`src/rtl/requant_pkg.sv`:
```
// requantization shared types
package requant_pkg;

    // field widths
    localparam int ACC_W   = 22;
    localparam int MANT_W  = 9;
    localparam int PROD_W  = 2 * MANT_W;
    localparam int ACT_W   = 8;
    localparam int SHIFT_W = 5;

    // convolution accumulator sample
    typedef logic signed [ACC_W-1:0] acc_t;
    // normalized window or per-lane scale
    typedef logic signed [MANT_W-1:0] mant_t;
    // window times scale
    typedef logic signed [PROD_W-1:0] prod_t;
    // output activation
    typedef logic signed [ACT_W-1:0] act_t;
    // shift count and global exponent n
    typedef logic [SHIFT_W-1:0] shift_t;

    // window low bit choice, 2-bit code
    typedef enum logic [1:0] {
        WIN_13 = 2'd0,
        WIN_8  = 2'd1,
        WIN_5  = 2'd2,
        WIN_3  = 2'd3
    } win_lo_t;

    // saturation limits
    localparam act_t ACT_MAX = 8'sh7f;
    localparam act_t ACT_MIN = 8'sh80;

    // bit position of the window low bit
    function automatic shift_t win_lo_pos(win_lo_t w);
        case (w)
            WIN_8: begin
                return shift_t'(8);
            end
            WIN_5: begin
                return shift_t'(5);
            end
            WIN_3: begin
                return shift_t'(3);
            end
            default: begin
                return shift_t'(13);
            end
        endcase
    endfunction

endpackage

```
`src/rtl/acc_normalize.sv`:
```
// accumulator window normalizer
`timescale 1ns/1ps

module acc_normalize
    import requant_pkg::*;
#(
    parameter int DN = 6
) (
    input  logic                 clk,
    input  logic                 rst_n,
    input  acc_t   [DN-1:0]      acc_data,
    input  logic                 acc_valid,
    input  shift_t               n,
    output mant_t  [DN-1:0]      norm_mant,
    output shift_t [DN-1:0]      norm_shift
);

    // per-lane sign run checks
    logic    run16 [DN];
    logic    run13 [DN];
    logic    run11 [DN];

    win_lo_t sel   [DN];
    shift_t  lo    [DN];
    mant_t   win   [DN];
    shift_t  cnt   [DN];

    always_comb begin
        for (int i = 0; i < DN; i++) begin
            // bits above each candidate window all copy the sign
            run16[i] = (acc_data[i][ACC_W-1:16] == {6{acc_data[i][ACC_W-1]}});
            run13[i] = (acc_data[i][ACC_W-1:13] == {9{acc_data[i][ACC_W-1]}});
            run11[i] = (acc_data[i][ACC_W-1:11] == {11{acc_data[i][ACC_W-1]}});

            // highest window that still holds the leading significant bit
            if (!run16[i]) begin
                sel[i] = WIN_13;
            end else if (!run13[i]) begin
                sel[i] = WIN_8;
            end else if (!run11[i]) begin
                sel[i] = WIN_5;
            end else begin
                sel[i] = WIN_3;
            end

            lo[i]  = win_lo_pos(sel[i]);
            win[i] = acc_data[i][lo[i] +: MANT_W];
            // n is kept at or above the window position by the source
            cnt[i] = n - lo[i];
        end
    end

    // stage 1 register, held between valid strobes
    always_ff @(posedge clk or negedge rst_n) begin
        if (!rst_n) begin
            norm_mant  <= '0;
            norm_shift <= '0;
        end else if (acc_valid) begin
            for (int i = 0; i < DN; i++) begin
                norm_mant[i]  <= win[i];
                norm_shift[i] <= cnt[i];
            end
        end
    end

endmodule

```
`src/rtl/scale_table.sv`:
```
// per-lane scale register file
`timescale 1ns/1ps

module scale_table
    import requant_pkg::*;
#(
    parameter int DN     = 6,
    parameter int GROUPS = 4
) (
    input  logic                        clk,
    input  logic                        rst_n,
    input  logic                        scale_we,
    input  logic [$clog2(GROUPS)-1:0]   scale_addr,
    input  mant_t [DN-1:0]              scale_wdata,
    input  logic [$clog2(GROUPS)-1:0]   grp,
    input  logic                        acc_valid,
    output mant_t [DN-1:0]              rd_scale
);

    // one word of DN scales per group
    mant_t [DN-1:0] mem [GROUPS];

    // write port
    always_ff @(posedge clk or negedge rst_n) begin
        if (!rst_n) begin
            for (int g = 0; g < GROUPS; g++) begin
                mem[g] <= '0;
            end
        end else if (scale_we) begin
            mem[scale_addr] <= scale_wdata;
        end
    end

    // group read, lined up with the normalizer stage
    // same-edge write to the group is not seen yet
    always_ff @(posedge clk or negedge rst_n) begin
        if (!rst_n) begin
            rd_scale <= '0;
        end else if (acc_valid) begin
            rd_scale <= mem[grp];
        end
    end

endmodule

```
`src/rtl/requant_lanes.sv`:
```
// requantization lane pipeline
`timescale 1ns/1ps

module requant_lanes
    import requant_pkg::*;
#(
    parameter int DN = 6
) (
    input  logic                 clk,
    input  logic                 rst_n,
    input  mant_t  [DN-1:0]      norm_mant,
    input  shift_t [DN-1:0]      norm_shift,
    input  mant_t  [DN-1:0]      rd_scale,
    input  logic                 acc_valid,
    input  logic                 relu_en,
    output act_t   [DN-1:0]      act_data,
    output logic                 act_valid
);

    // doubled product plus rounding headroom
    localparam int RW = PROD_W + 2;

    // valid per stage, bit 0 lines up with the normalizer output
    logic [3:0] vld_q;
    // relu flag, bit 1 lines up with the product register
    logic [1:0] relu_q;

    // stage 2
    prod_t  prod_q  [DN];
    shift_t shift_q [DN];

    // stage 3 combinational
    logic signed [RW-1:0] dbl [DN];
    logic signed [RW-1:0] rnd [DN];
    act_t                 res [DN];

    // stage 3 register
    act_t res_q [DN];

    always_ff @(posedge clk or negedge rst_n) begin
        if (!rst_n) begin
            vld_q  <= '0;
            relu_q <= '0;
        end else begin
            vld_q  <= {vld_q[2:0], acc_valid};
            relu_q <= {relu_q[0], relu_en};
        end
    end

    // signed product, shift count follows along
    always_ff @(posedge clk) begin
        if (vld_q[0]) begin
            for (int i = 0; i < DN; i++) begin
                prod_q[i]  <= prod_t'($signed(norm_mant[i]) * $signed(rd_scale[i]));
                shift_q[i] <= norm_shift[i];
            end
        end
    end

    always_comb begin
        for (int i = 0; i < DN; i++) begin
            // 2P keeps the first dropped bit for rounding
            dbl[i] = {{2{prod_q[i][PROD_W-1]}}, prod_q[i]} <<< 1;

            // floor((2P >> s) + 1) / 2, round half up
            rnd[i] = ((dbl[i] >>> shift_q[i]) + RW'(1)) >>> 1;

            // clamp after rounding so +127.5 stays at +127
            if (rnd[i] > RW'(ACT_MAX)) begin
                res[i] = ACT_MAX;
            end else if (rnd[i] < RW'(ACT_MIN)) begin
                res[i] = ACT_MIN;
            end else begin
                res[i] = act_t'(rnd[i]);
            end

            // relu on the product sign
            if (relu_q[1] && prod_q[i][PROD_W-1]) begin
                res[i] = '0;
            end
        end
    end

    always_ff @(posedge clk) begin
        if (vld_q[1]) begin
            for (int i = 0; i < DN; i++) begin
                res_q[i] <= res[i];
            end
        end
    end

    // output register holds between valid pulses
    always_ff @(posedge clk or negedge rst_n) begin
        if (!rst_n) begin
            act_data <= '0;
        end else if (vld_q[2]) begin
            for (int i = 0; i < DN; i++) begin
                act_data[i] <= res_q[i];
            end
        end
    end

    assign act_valid = vld_q[3];

endmodule

```
`src/rtl/requant_top.sv`:
```
// requantization stage top level
`timescale 1ns/1ps

module requant_top
    import requant_pkg::*;
#(
    parameter int DN     = 6,
    parameter int GROUPS = 4
) (
    input  logic                        clk,
    input  logic                        rst_n,

    // accumulator input
    input  acc_t  [DN-1:0]              acc_data,
    input  logic                        acc_valid,
    input  logic [$clog2(GROUPS)-1:0]   grp,
    input  shift_t                      n,
    input  logic                        relu_en,

    // scale table write port
    input  logic                        scale_we,
    input  logic [$clog2(GROUPS)-1:0]   scale_addr,
    input  mant_t [DN-1:0]              scale_wdata,

    // activation output
    output act_t  [DN-1:0]              act_data,
    output logic                        act_valid
);

    mant_t  [DN-1:0] norm_mant;
    shift_t [DN-1:0] norm_shift;
    mant_t  [DN-1:0] rd_scale;

    acc_normalize #(
        .DN         (DN)
    ) u_acc_normalize (
        .clk        (clk),
        .rst_n      (rst_n),
        .acc_data   (acc_data),
        .acc_valid  (acc_valid),
        .n          (n),
        .norm_mant  (norm_mant),
        .norm_shift (norm_shift)
    );

    scale_table #(
        .DN          (DN),
        .GROUPS      (GROUPS)
    ) u_scale_table (
        .clk         (clk),
        .rst_n       (rst_n),
        .scale_we    (scale_we),
        .scale_addr  (scale_addr),
        .scale_wdata (scale_wdata),
        .grp         (grp),
        .acc_valid   (acc_valid),
        .rd_scale    (rd_scale)
    );

    requant_lanes #(
        .DN         (DN)
    ) u_requant_lanes (
        .clk        (clk),
        .rst_n      (rst_n),
        .norm_mant  (norm_mant),
        .norm_shift (norm_shift),
        .rd_scale   (rd_scale),
        .acc_valid  (acc_valid),
        .relu_en    (relu_en),
        .act_data   (act_data),
        .act_valid  (act_valid)
    );

endmodule

```
`config.mk`:
```
export PLATFORM = sky130hd
export DESIGN_NAME = requant_top
export DESIGN_NICKNAME = d
export VERILOG_FILES = /design/src/rtl/requant_pkg.sv /design/src/rtl/acc_normalize.sv /design/src/rtl/scale_table.sv /design/src/rtl/requant_lanes.sv /design/src/rtl/requant_top.sv
export SDC_FILE = /design/constraint.sdc
export NUM_CORES = 2
export LEC_CHECK = 0
export ABC_AREA = 1
export BUFFER_PORTS_ARGS = -buffer_cell sky130_fd_sc_hd__buf_2
export CAP_MARGIN = 30
export CORE_MARGIN = 4
export CORE_UTILIZATION = 35
export DETAILED_ROUTE_END_ITERATION = 8
export SLEW_MARGIN = 10
export SYNTH_ARGS = -nofsm -noshare
export SYNTH_HDL_FRONTEND = slang
export SYNTH_HIERARCHICAL = 1
export SYNTH_SLANG_ARGS = --single-unit
export TNS_END_PERCENT = 5
```
`constraint.sdc`:
```
create_clock -name clk -period 5.2 [get_ports clk]
set_input_delay 0.52 -clock clk [delete_from_list [all_inputs] [get_ports clk]]
set_output_delay 0.52 -clock clk [all_outputs]
set_load 0.05 [all_outputs]
```
======== Word level (Yosys, flattened, before mapping) ========
Memory sizes are Yosys's and may differ from the RTL's. A register that Yosys moved wholly into a read port is not among the register bits.
Cells that the tools add are included.
storage, ports and cells
  input port bits ......................... 200
  logic and storage cells ................. 195
  memories kept ........................... 3
  ROM bits ................................ 0
  bits in latches ......................... 0
  register bits after elaboration ......... 360
  bits in writable memories ............... 186
  output and inout port bits .............. 49
memories
  name                     words  bits a word  read ports  clocked after memory_dff  wr ports  RTL line             source
  u_requant_lanes.prod_q   6      18           6           0                         6         requant_lanes.sv:29  prod_t prod_q [DN];
  u_requant_lanes.res_q    6      8            6           6                         6         requant_lanes.sv:38  act_t res_q [DN];
  u_requant_lanes.shift_q  6      5            6           0                         6         requant_lanes.sv:30  shift_t shift_q [DN];
cells by class
  divide/modulo/power cells ............... 0
  shift operators ......................... 12
  muxes and demuxes ....................... 52
  reductions and logical operators ........ 13
  $lt $le $gt $ge ......................... 15
  $add $sub $neg .......................... 12
  multipliers ............................. 6
  bitwise gates (word level) .............. 2
  equality and inequality tests ........... 36
operators with widths
  kind                     count
  $bwmux W216              1
  $mux W54                 3
  $mux W8                  18
  $shiftx A22 B5 Y9        6
  $add A20 B2 Y20 const B  6
  $sshr A19 B5 Y20         6
  $gt A19 B8 Y1 const B    6
  $lt A19 B8 Y1 const B    6
  $bmux W54 S2             1
  $demux W54 S2            1
  $mul A9 B9 Y18           6
  $pmux W4 S3              6
  $eq A10 B10 Y1           6
  $eq A8 B8 Y1             6
  $eq A5 B5 Y1             6
  $sub A5 B4 Y5            6
  $eq A2 B2 Y1 const B     12
  $mux W2                  12
  $eq A2 B1 Y1 const B     6
  $mux W1                  10
  $logic_and A1 B1 Y1      7
  $ge A3 B3 Y1 const B     2
  $logic_not A1 Y1         6
  $not A2 Y3               2
  $lt A3 B1 Y1 const B     1

======== Depth between registers and ports, before layout ========
  depth after elaboration ................. 7
  mapped depth ............................ 27
  gate-level depth less buffers ........... 26

======== Hierarchy ========
The synthesis kept the hierarchy.
modules (own cells, without submodules)
  module         instances  sequential area each (um^2)  cells each  area an instance (um^2)
  requant_lanes  1          6936.7                       4581        35381.4
  scale_table    1          6756.5                       1610        12290.5
  acc_normalize  1          2102.0                       1367        8267.9

======== Worst setup path before layout ========
No wires, ideal clock.
  path type ............................... register -> register
  start ................................... reg u_scale_table/rd_scale[44] (netlist bit)
  end ..................................... mem u_requant_lanes/prod_q[4][17] (netlist bit) (data pin)
  arrival ................................. 5.089 ns
  data required time ...................... 4.938 ns
  slack ................................... -0.151 ns
  cell stages (with the launch flop) ...... 22
  buffers on the path ..................... 0
  setup time .............................. 0.262 ns
  path through ............................ dfrtp_1 > clkinv_1 > or2_2 > fa_1 > fa_1 > inv_1 > fa_1 > fa_1 > fa_1 > ha_1 > a21oi_1 > and2_1 > o21bai_1 > a21oi_1 > nor2_1 > o21a_1 > nor2_1 > o21ai_0 > nand2_1 > nand2_1 > a21oi_1 > xor2_1
RTL lines
  element                 RTL line             source
  from (decl)             scale_table.sv:17    output mant_t [DN-1:0] rd_scale
  from (signal assigned)  scale_table.sv:40    rd_scale <= mem[grp];
  to (decl)               requant_lanes.sv:29

==> results.py <==
metrics = {
    "run_status": {
        "status": "complete, no violations",
    },
    "logic_synthesis": {
        "yosysUniqueCellTypes": 57,
        "yosys_warnings": 6,
        "syn-cell-area_um2": 55900,
        "synthArstFlopShare": 0.687,
        "synth_cells": 7558,
        "syn_nets": 8442,
        "synth_ff_type": "dfrtp_1",
        "yosys.area.top_type": "dfrtp_1",
        "yosysSeqAreaShare": 0.282,
        "avgSynthCellArea_um2": 7.40,
        "ys_top_cells_by_area": "dfrtp_1, nand2_1, fa_1",
        "synth_top_area_share": 0.183,
        "synth_edf_count": 186,
        "ys_ff_latch": 594,
    },
    "clocking": {
        "cts-buffers-inserted": 77,
        "cts_buffer_depth": 3,
        "clkTransAtPathRegs_ps": 60,
        "htreeDepth": 3,
        "root_buffer": "clkbuf_16",
        "insertion_delay_ps": 700,
        "cts_tree": "yes",
        "cts_sinks": 594,
    },
    "critical_path": {
        "r2r_start": "u_scale_table/rd_scale[27]",
        "crit_path_start_kind": "flip-flop",
        "r2r_cells": 20,
        "crit_type": "flip-flop to flip-flop",
        "cp.required_ps": 5630,
        "cp.arrival_ps": 5570,
        "crit_fanout": 4,
        "ff2ff_setup_slack_ps": 70,
        "critPathCaptureType": "flip-flop",
        "reg2reg_to": "u_requant_lanes/prod_q[3][17]",
    },
    "sta": {
        "relSlewSlack": 0.314,
        "worst_pin_slew_ps": 1030,
        "skew_ps": 30.2,
        "hold_violations": 0,
        "fin_hold_ws_ps": 140,
        "min_period_over_period": 0.987,
        "slew_violations": 0,
        "max_freq_mhz": 195,
        "rsz0062_at_grt": "yes",
        "setup_viol": 0,
        "period_needed_ps": 5130,
    },
    "die": {
        "die_y_um": 408,
        "die_w_um": 408,
        "core_um2": 159000,
        "row_count": 146,
        "io_pins": 249,
        "dieArea_um2": 166000,
        "start_util": 0.353,
    },
    "placement": {
        "gp_congestion": 0.912,
        "io_buffers": 248,
        "dp_hpwl_um": 122000,
    },
    "power": {
        "ir_drop_v": 0.000315,
        "power_density_nw_per_um2": 513,
        "pwr-share-comb": 0.590,
        "p_total_w": 0.0320,
        "p_int_w": 0.0177,
        "clkPwrFrac": 0.170,
        "p_leak_nw": 33.5,
        "pwr-share-seq": 0.240,
        "swShare": 0.448,
        "p_sw_w": 0.0143,
    },
    "job": {
        "max_cap_viol_count": 0,
    },
    "grt": {
        "grt_overflow_total": 0,
        "grt_max_degree": 103,
        "grt_pass1_wl_um": 256000,
        "grt.total_usage": 0.189,
        "antenna_found_initial": 20,
        "grt_pass1_vias": 47286,
    },
    "drt": {
        "num_vias": 48290,
        "wl_um": 159000,
        "first_pass_iters": 8,
        "drcViolationCount": 0,
        "ant_nets": 0,
        "viasPerCell": 4.89,
        "wl_per_cell_um": 16.1,
        "drt_iter0_markers": 3970,
    },
    "hold_path": {
        "hold_class": "input port to flip-flop",
        "hp-start": "scale_wdata[31]",
        "min_path_cells": 3,
        "hold_path_end": "u_scale_table/mem[139]",
    },
    "finish": {
        "nNetsFinal": 8616,
        "area_growth_pct": 11.6,
        "final_common_cell": "nand2_1",
        "final_cell_mix": "nand2_1, inv_1, nand3_1",
        "drive_above_1_share": 0.119,
    },
}
through the flow:
stage                     setup slack [ps]  cell area, µm²  setup TNS (ps)  utilization  std cells
after floorplan                      -15.4           56000           -15.4            -       7558
after global placement               -98.5           59300           -98.5        0.374       9698
after detailed placement             -77.9           59400           -77.9        0.374       9701
after CTS                             1.85           62000               0        0.391       9844
after global routing                  -197           62400            -524        0.393       9866
final                                 67.0           62400               0        0.394       9872
power groups by stage:
stage               clock, W  combinational (W)  sequential [W]
finish               0.00544             0.0189         0.00768
global route         0.00580             0.0219         0.00783
CTS                  0.00564             0.0185         0.00769
detailed placement         0             0.0182         0.00777
global placement           0             0.0180         0.00774
floorplan                  0             0.0137         0.00787
metal layers:
layer	wire, µm	track usage
met2	69000	0.294
met4	3620	0.0424
met1	76200	0.276
met3	9900	0.0314
met5	27	0
cell families after synthesis:
logic type	share of synthesized area
buf+inv	0.114
xor+xnor	0.0255
simple gates	0.305
flops	0.282
mux	0.00966
compound gates	0.0529
fa+ha+maj	0.210
registers in the layout, indices dropped and copies added, names as in the netlist:
| name | cells |
|---|---|
| u_scale_table/mem | 216 |
| u_acc_normalize/norm_mant | 54 |
| u_requant_lanes/relu_q | 2 |
| u_requant_lanes/shift_q | 30 |
| u_acc_normalize/norm_shift | 30 |
| u_requant_lanes/act_data | 48 |
| u_requant_lanes/res_q | 48 |
| u_scale_table/rd_scale | 54 |
| u_requant_lanes/vld_q | 4 |
| u_requant_lanes/prod_q | 108 |
area by class of cell:
cell class,count,area [µm²]
Multi-Input combinational cell,5391,34000
Clock buffer,103,2160
Antenna cell,6,15.0
Sequential cell,594,15800
Tap cell,2072,2590
Timing Repair Buffer,415,2670
Inverter,1253,4730
Clock inverter,38,445
Fill cell,16428,96200
timing repair:
item                                    CTS  global route
hold endpoints to repair                 55             0
resized for setup                         3            59
pin swaps                                 4            23
setup buffers                             0            19
hold buffers                              2             0
cloned                                    0             0
endpoints found under the setup margin    1            19
cell usage after synthesis, types with 23 or more instances:
cell	n
nand2_1	2521
inv_1	1187
nand3_1	863
fa_1	426
dfrtp_1	408
o21ai_0	313
ha_1	258
nor2_1	244
a21oi_1	188
edfxtp_1	186
clkbuf_1	171
xor2_1	92
buf_2	71
xnor2_1	69
nand2_2	59
nand3_2	58
nand4_1	56
inv_2	49
mux2_2	48
nor2_2	39
buf_4	30
nor2_4	25
buf_6	23
how the worst max path moves through the flow:
stage                                     to                     startpoint  cells past startpoint
2_1_floorplan  u_requant_lanes/prod_q[4][17]  u_acc_normalize/norm_mant[36]                     21
3_3_place_gp   u_requant_lanes/prod_q[4][17]     u_scale_table/rd_scale[44]                     21
3_5_place_dp   u_requant_lanes/prod_q[4][17]     u_scale_table/rd_scale[44]                     21
4_1_cts        u_requant_lanes/prod_q[0][17]      u_scale_table/rd_scale[0]                     21
5_1_grt        u_requant_lanes/prod_q[3][17]     u_scale_table/rd_scale[27]                     21
6_report       u_requant_lanes/prod_q[3][17]     u_scale_table/rd_scale[27]                     20
critical path, stage by stage (launching register included):
cell and delay [ps]:
dfrtp_1 400, buf_4 140, nand2_1 120, fa_1 500, inv_1 50, fa_1 480
fa_1 570, fa_1 430, fa_1 490, ha_4 310, nand3_1 70, and2_1 180
nor2_1 80, o21ai_0 70, nand2_1 110, a21oi_1 80, o21bai_1 240, a31oi_2 150
o21ai_0 170, a21oi_1 90, xor2_1 140
Power figures use the tool's default switching activity.
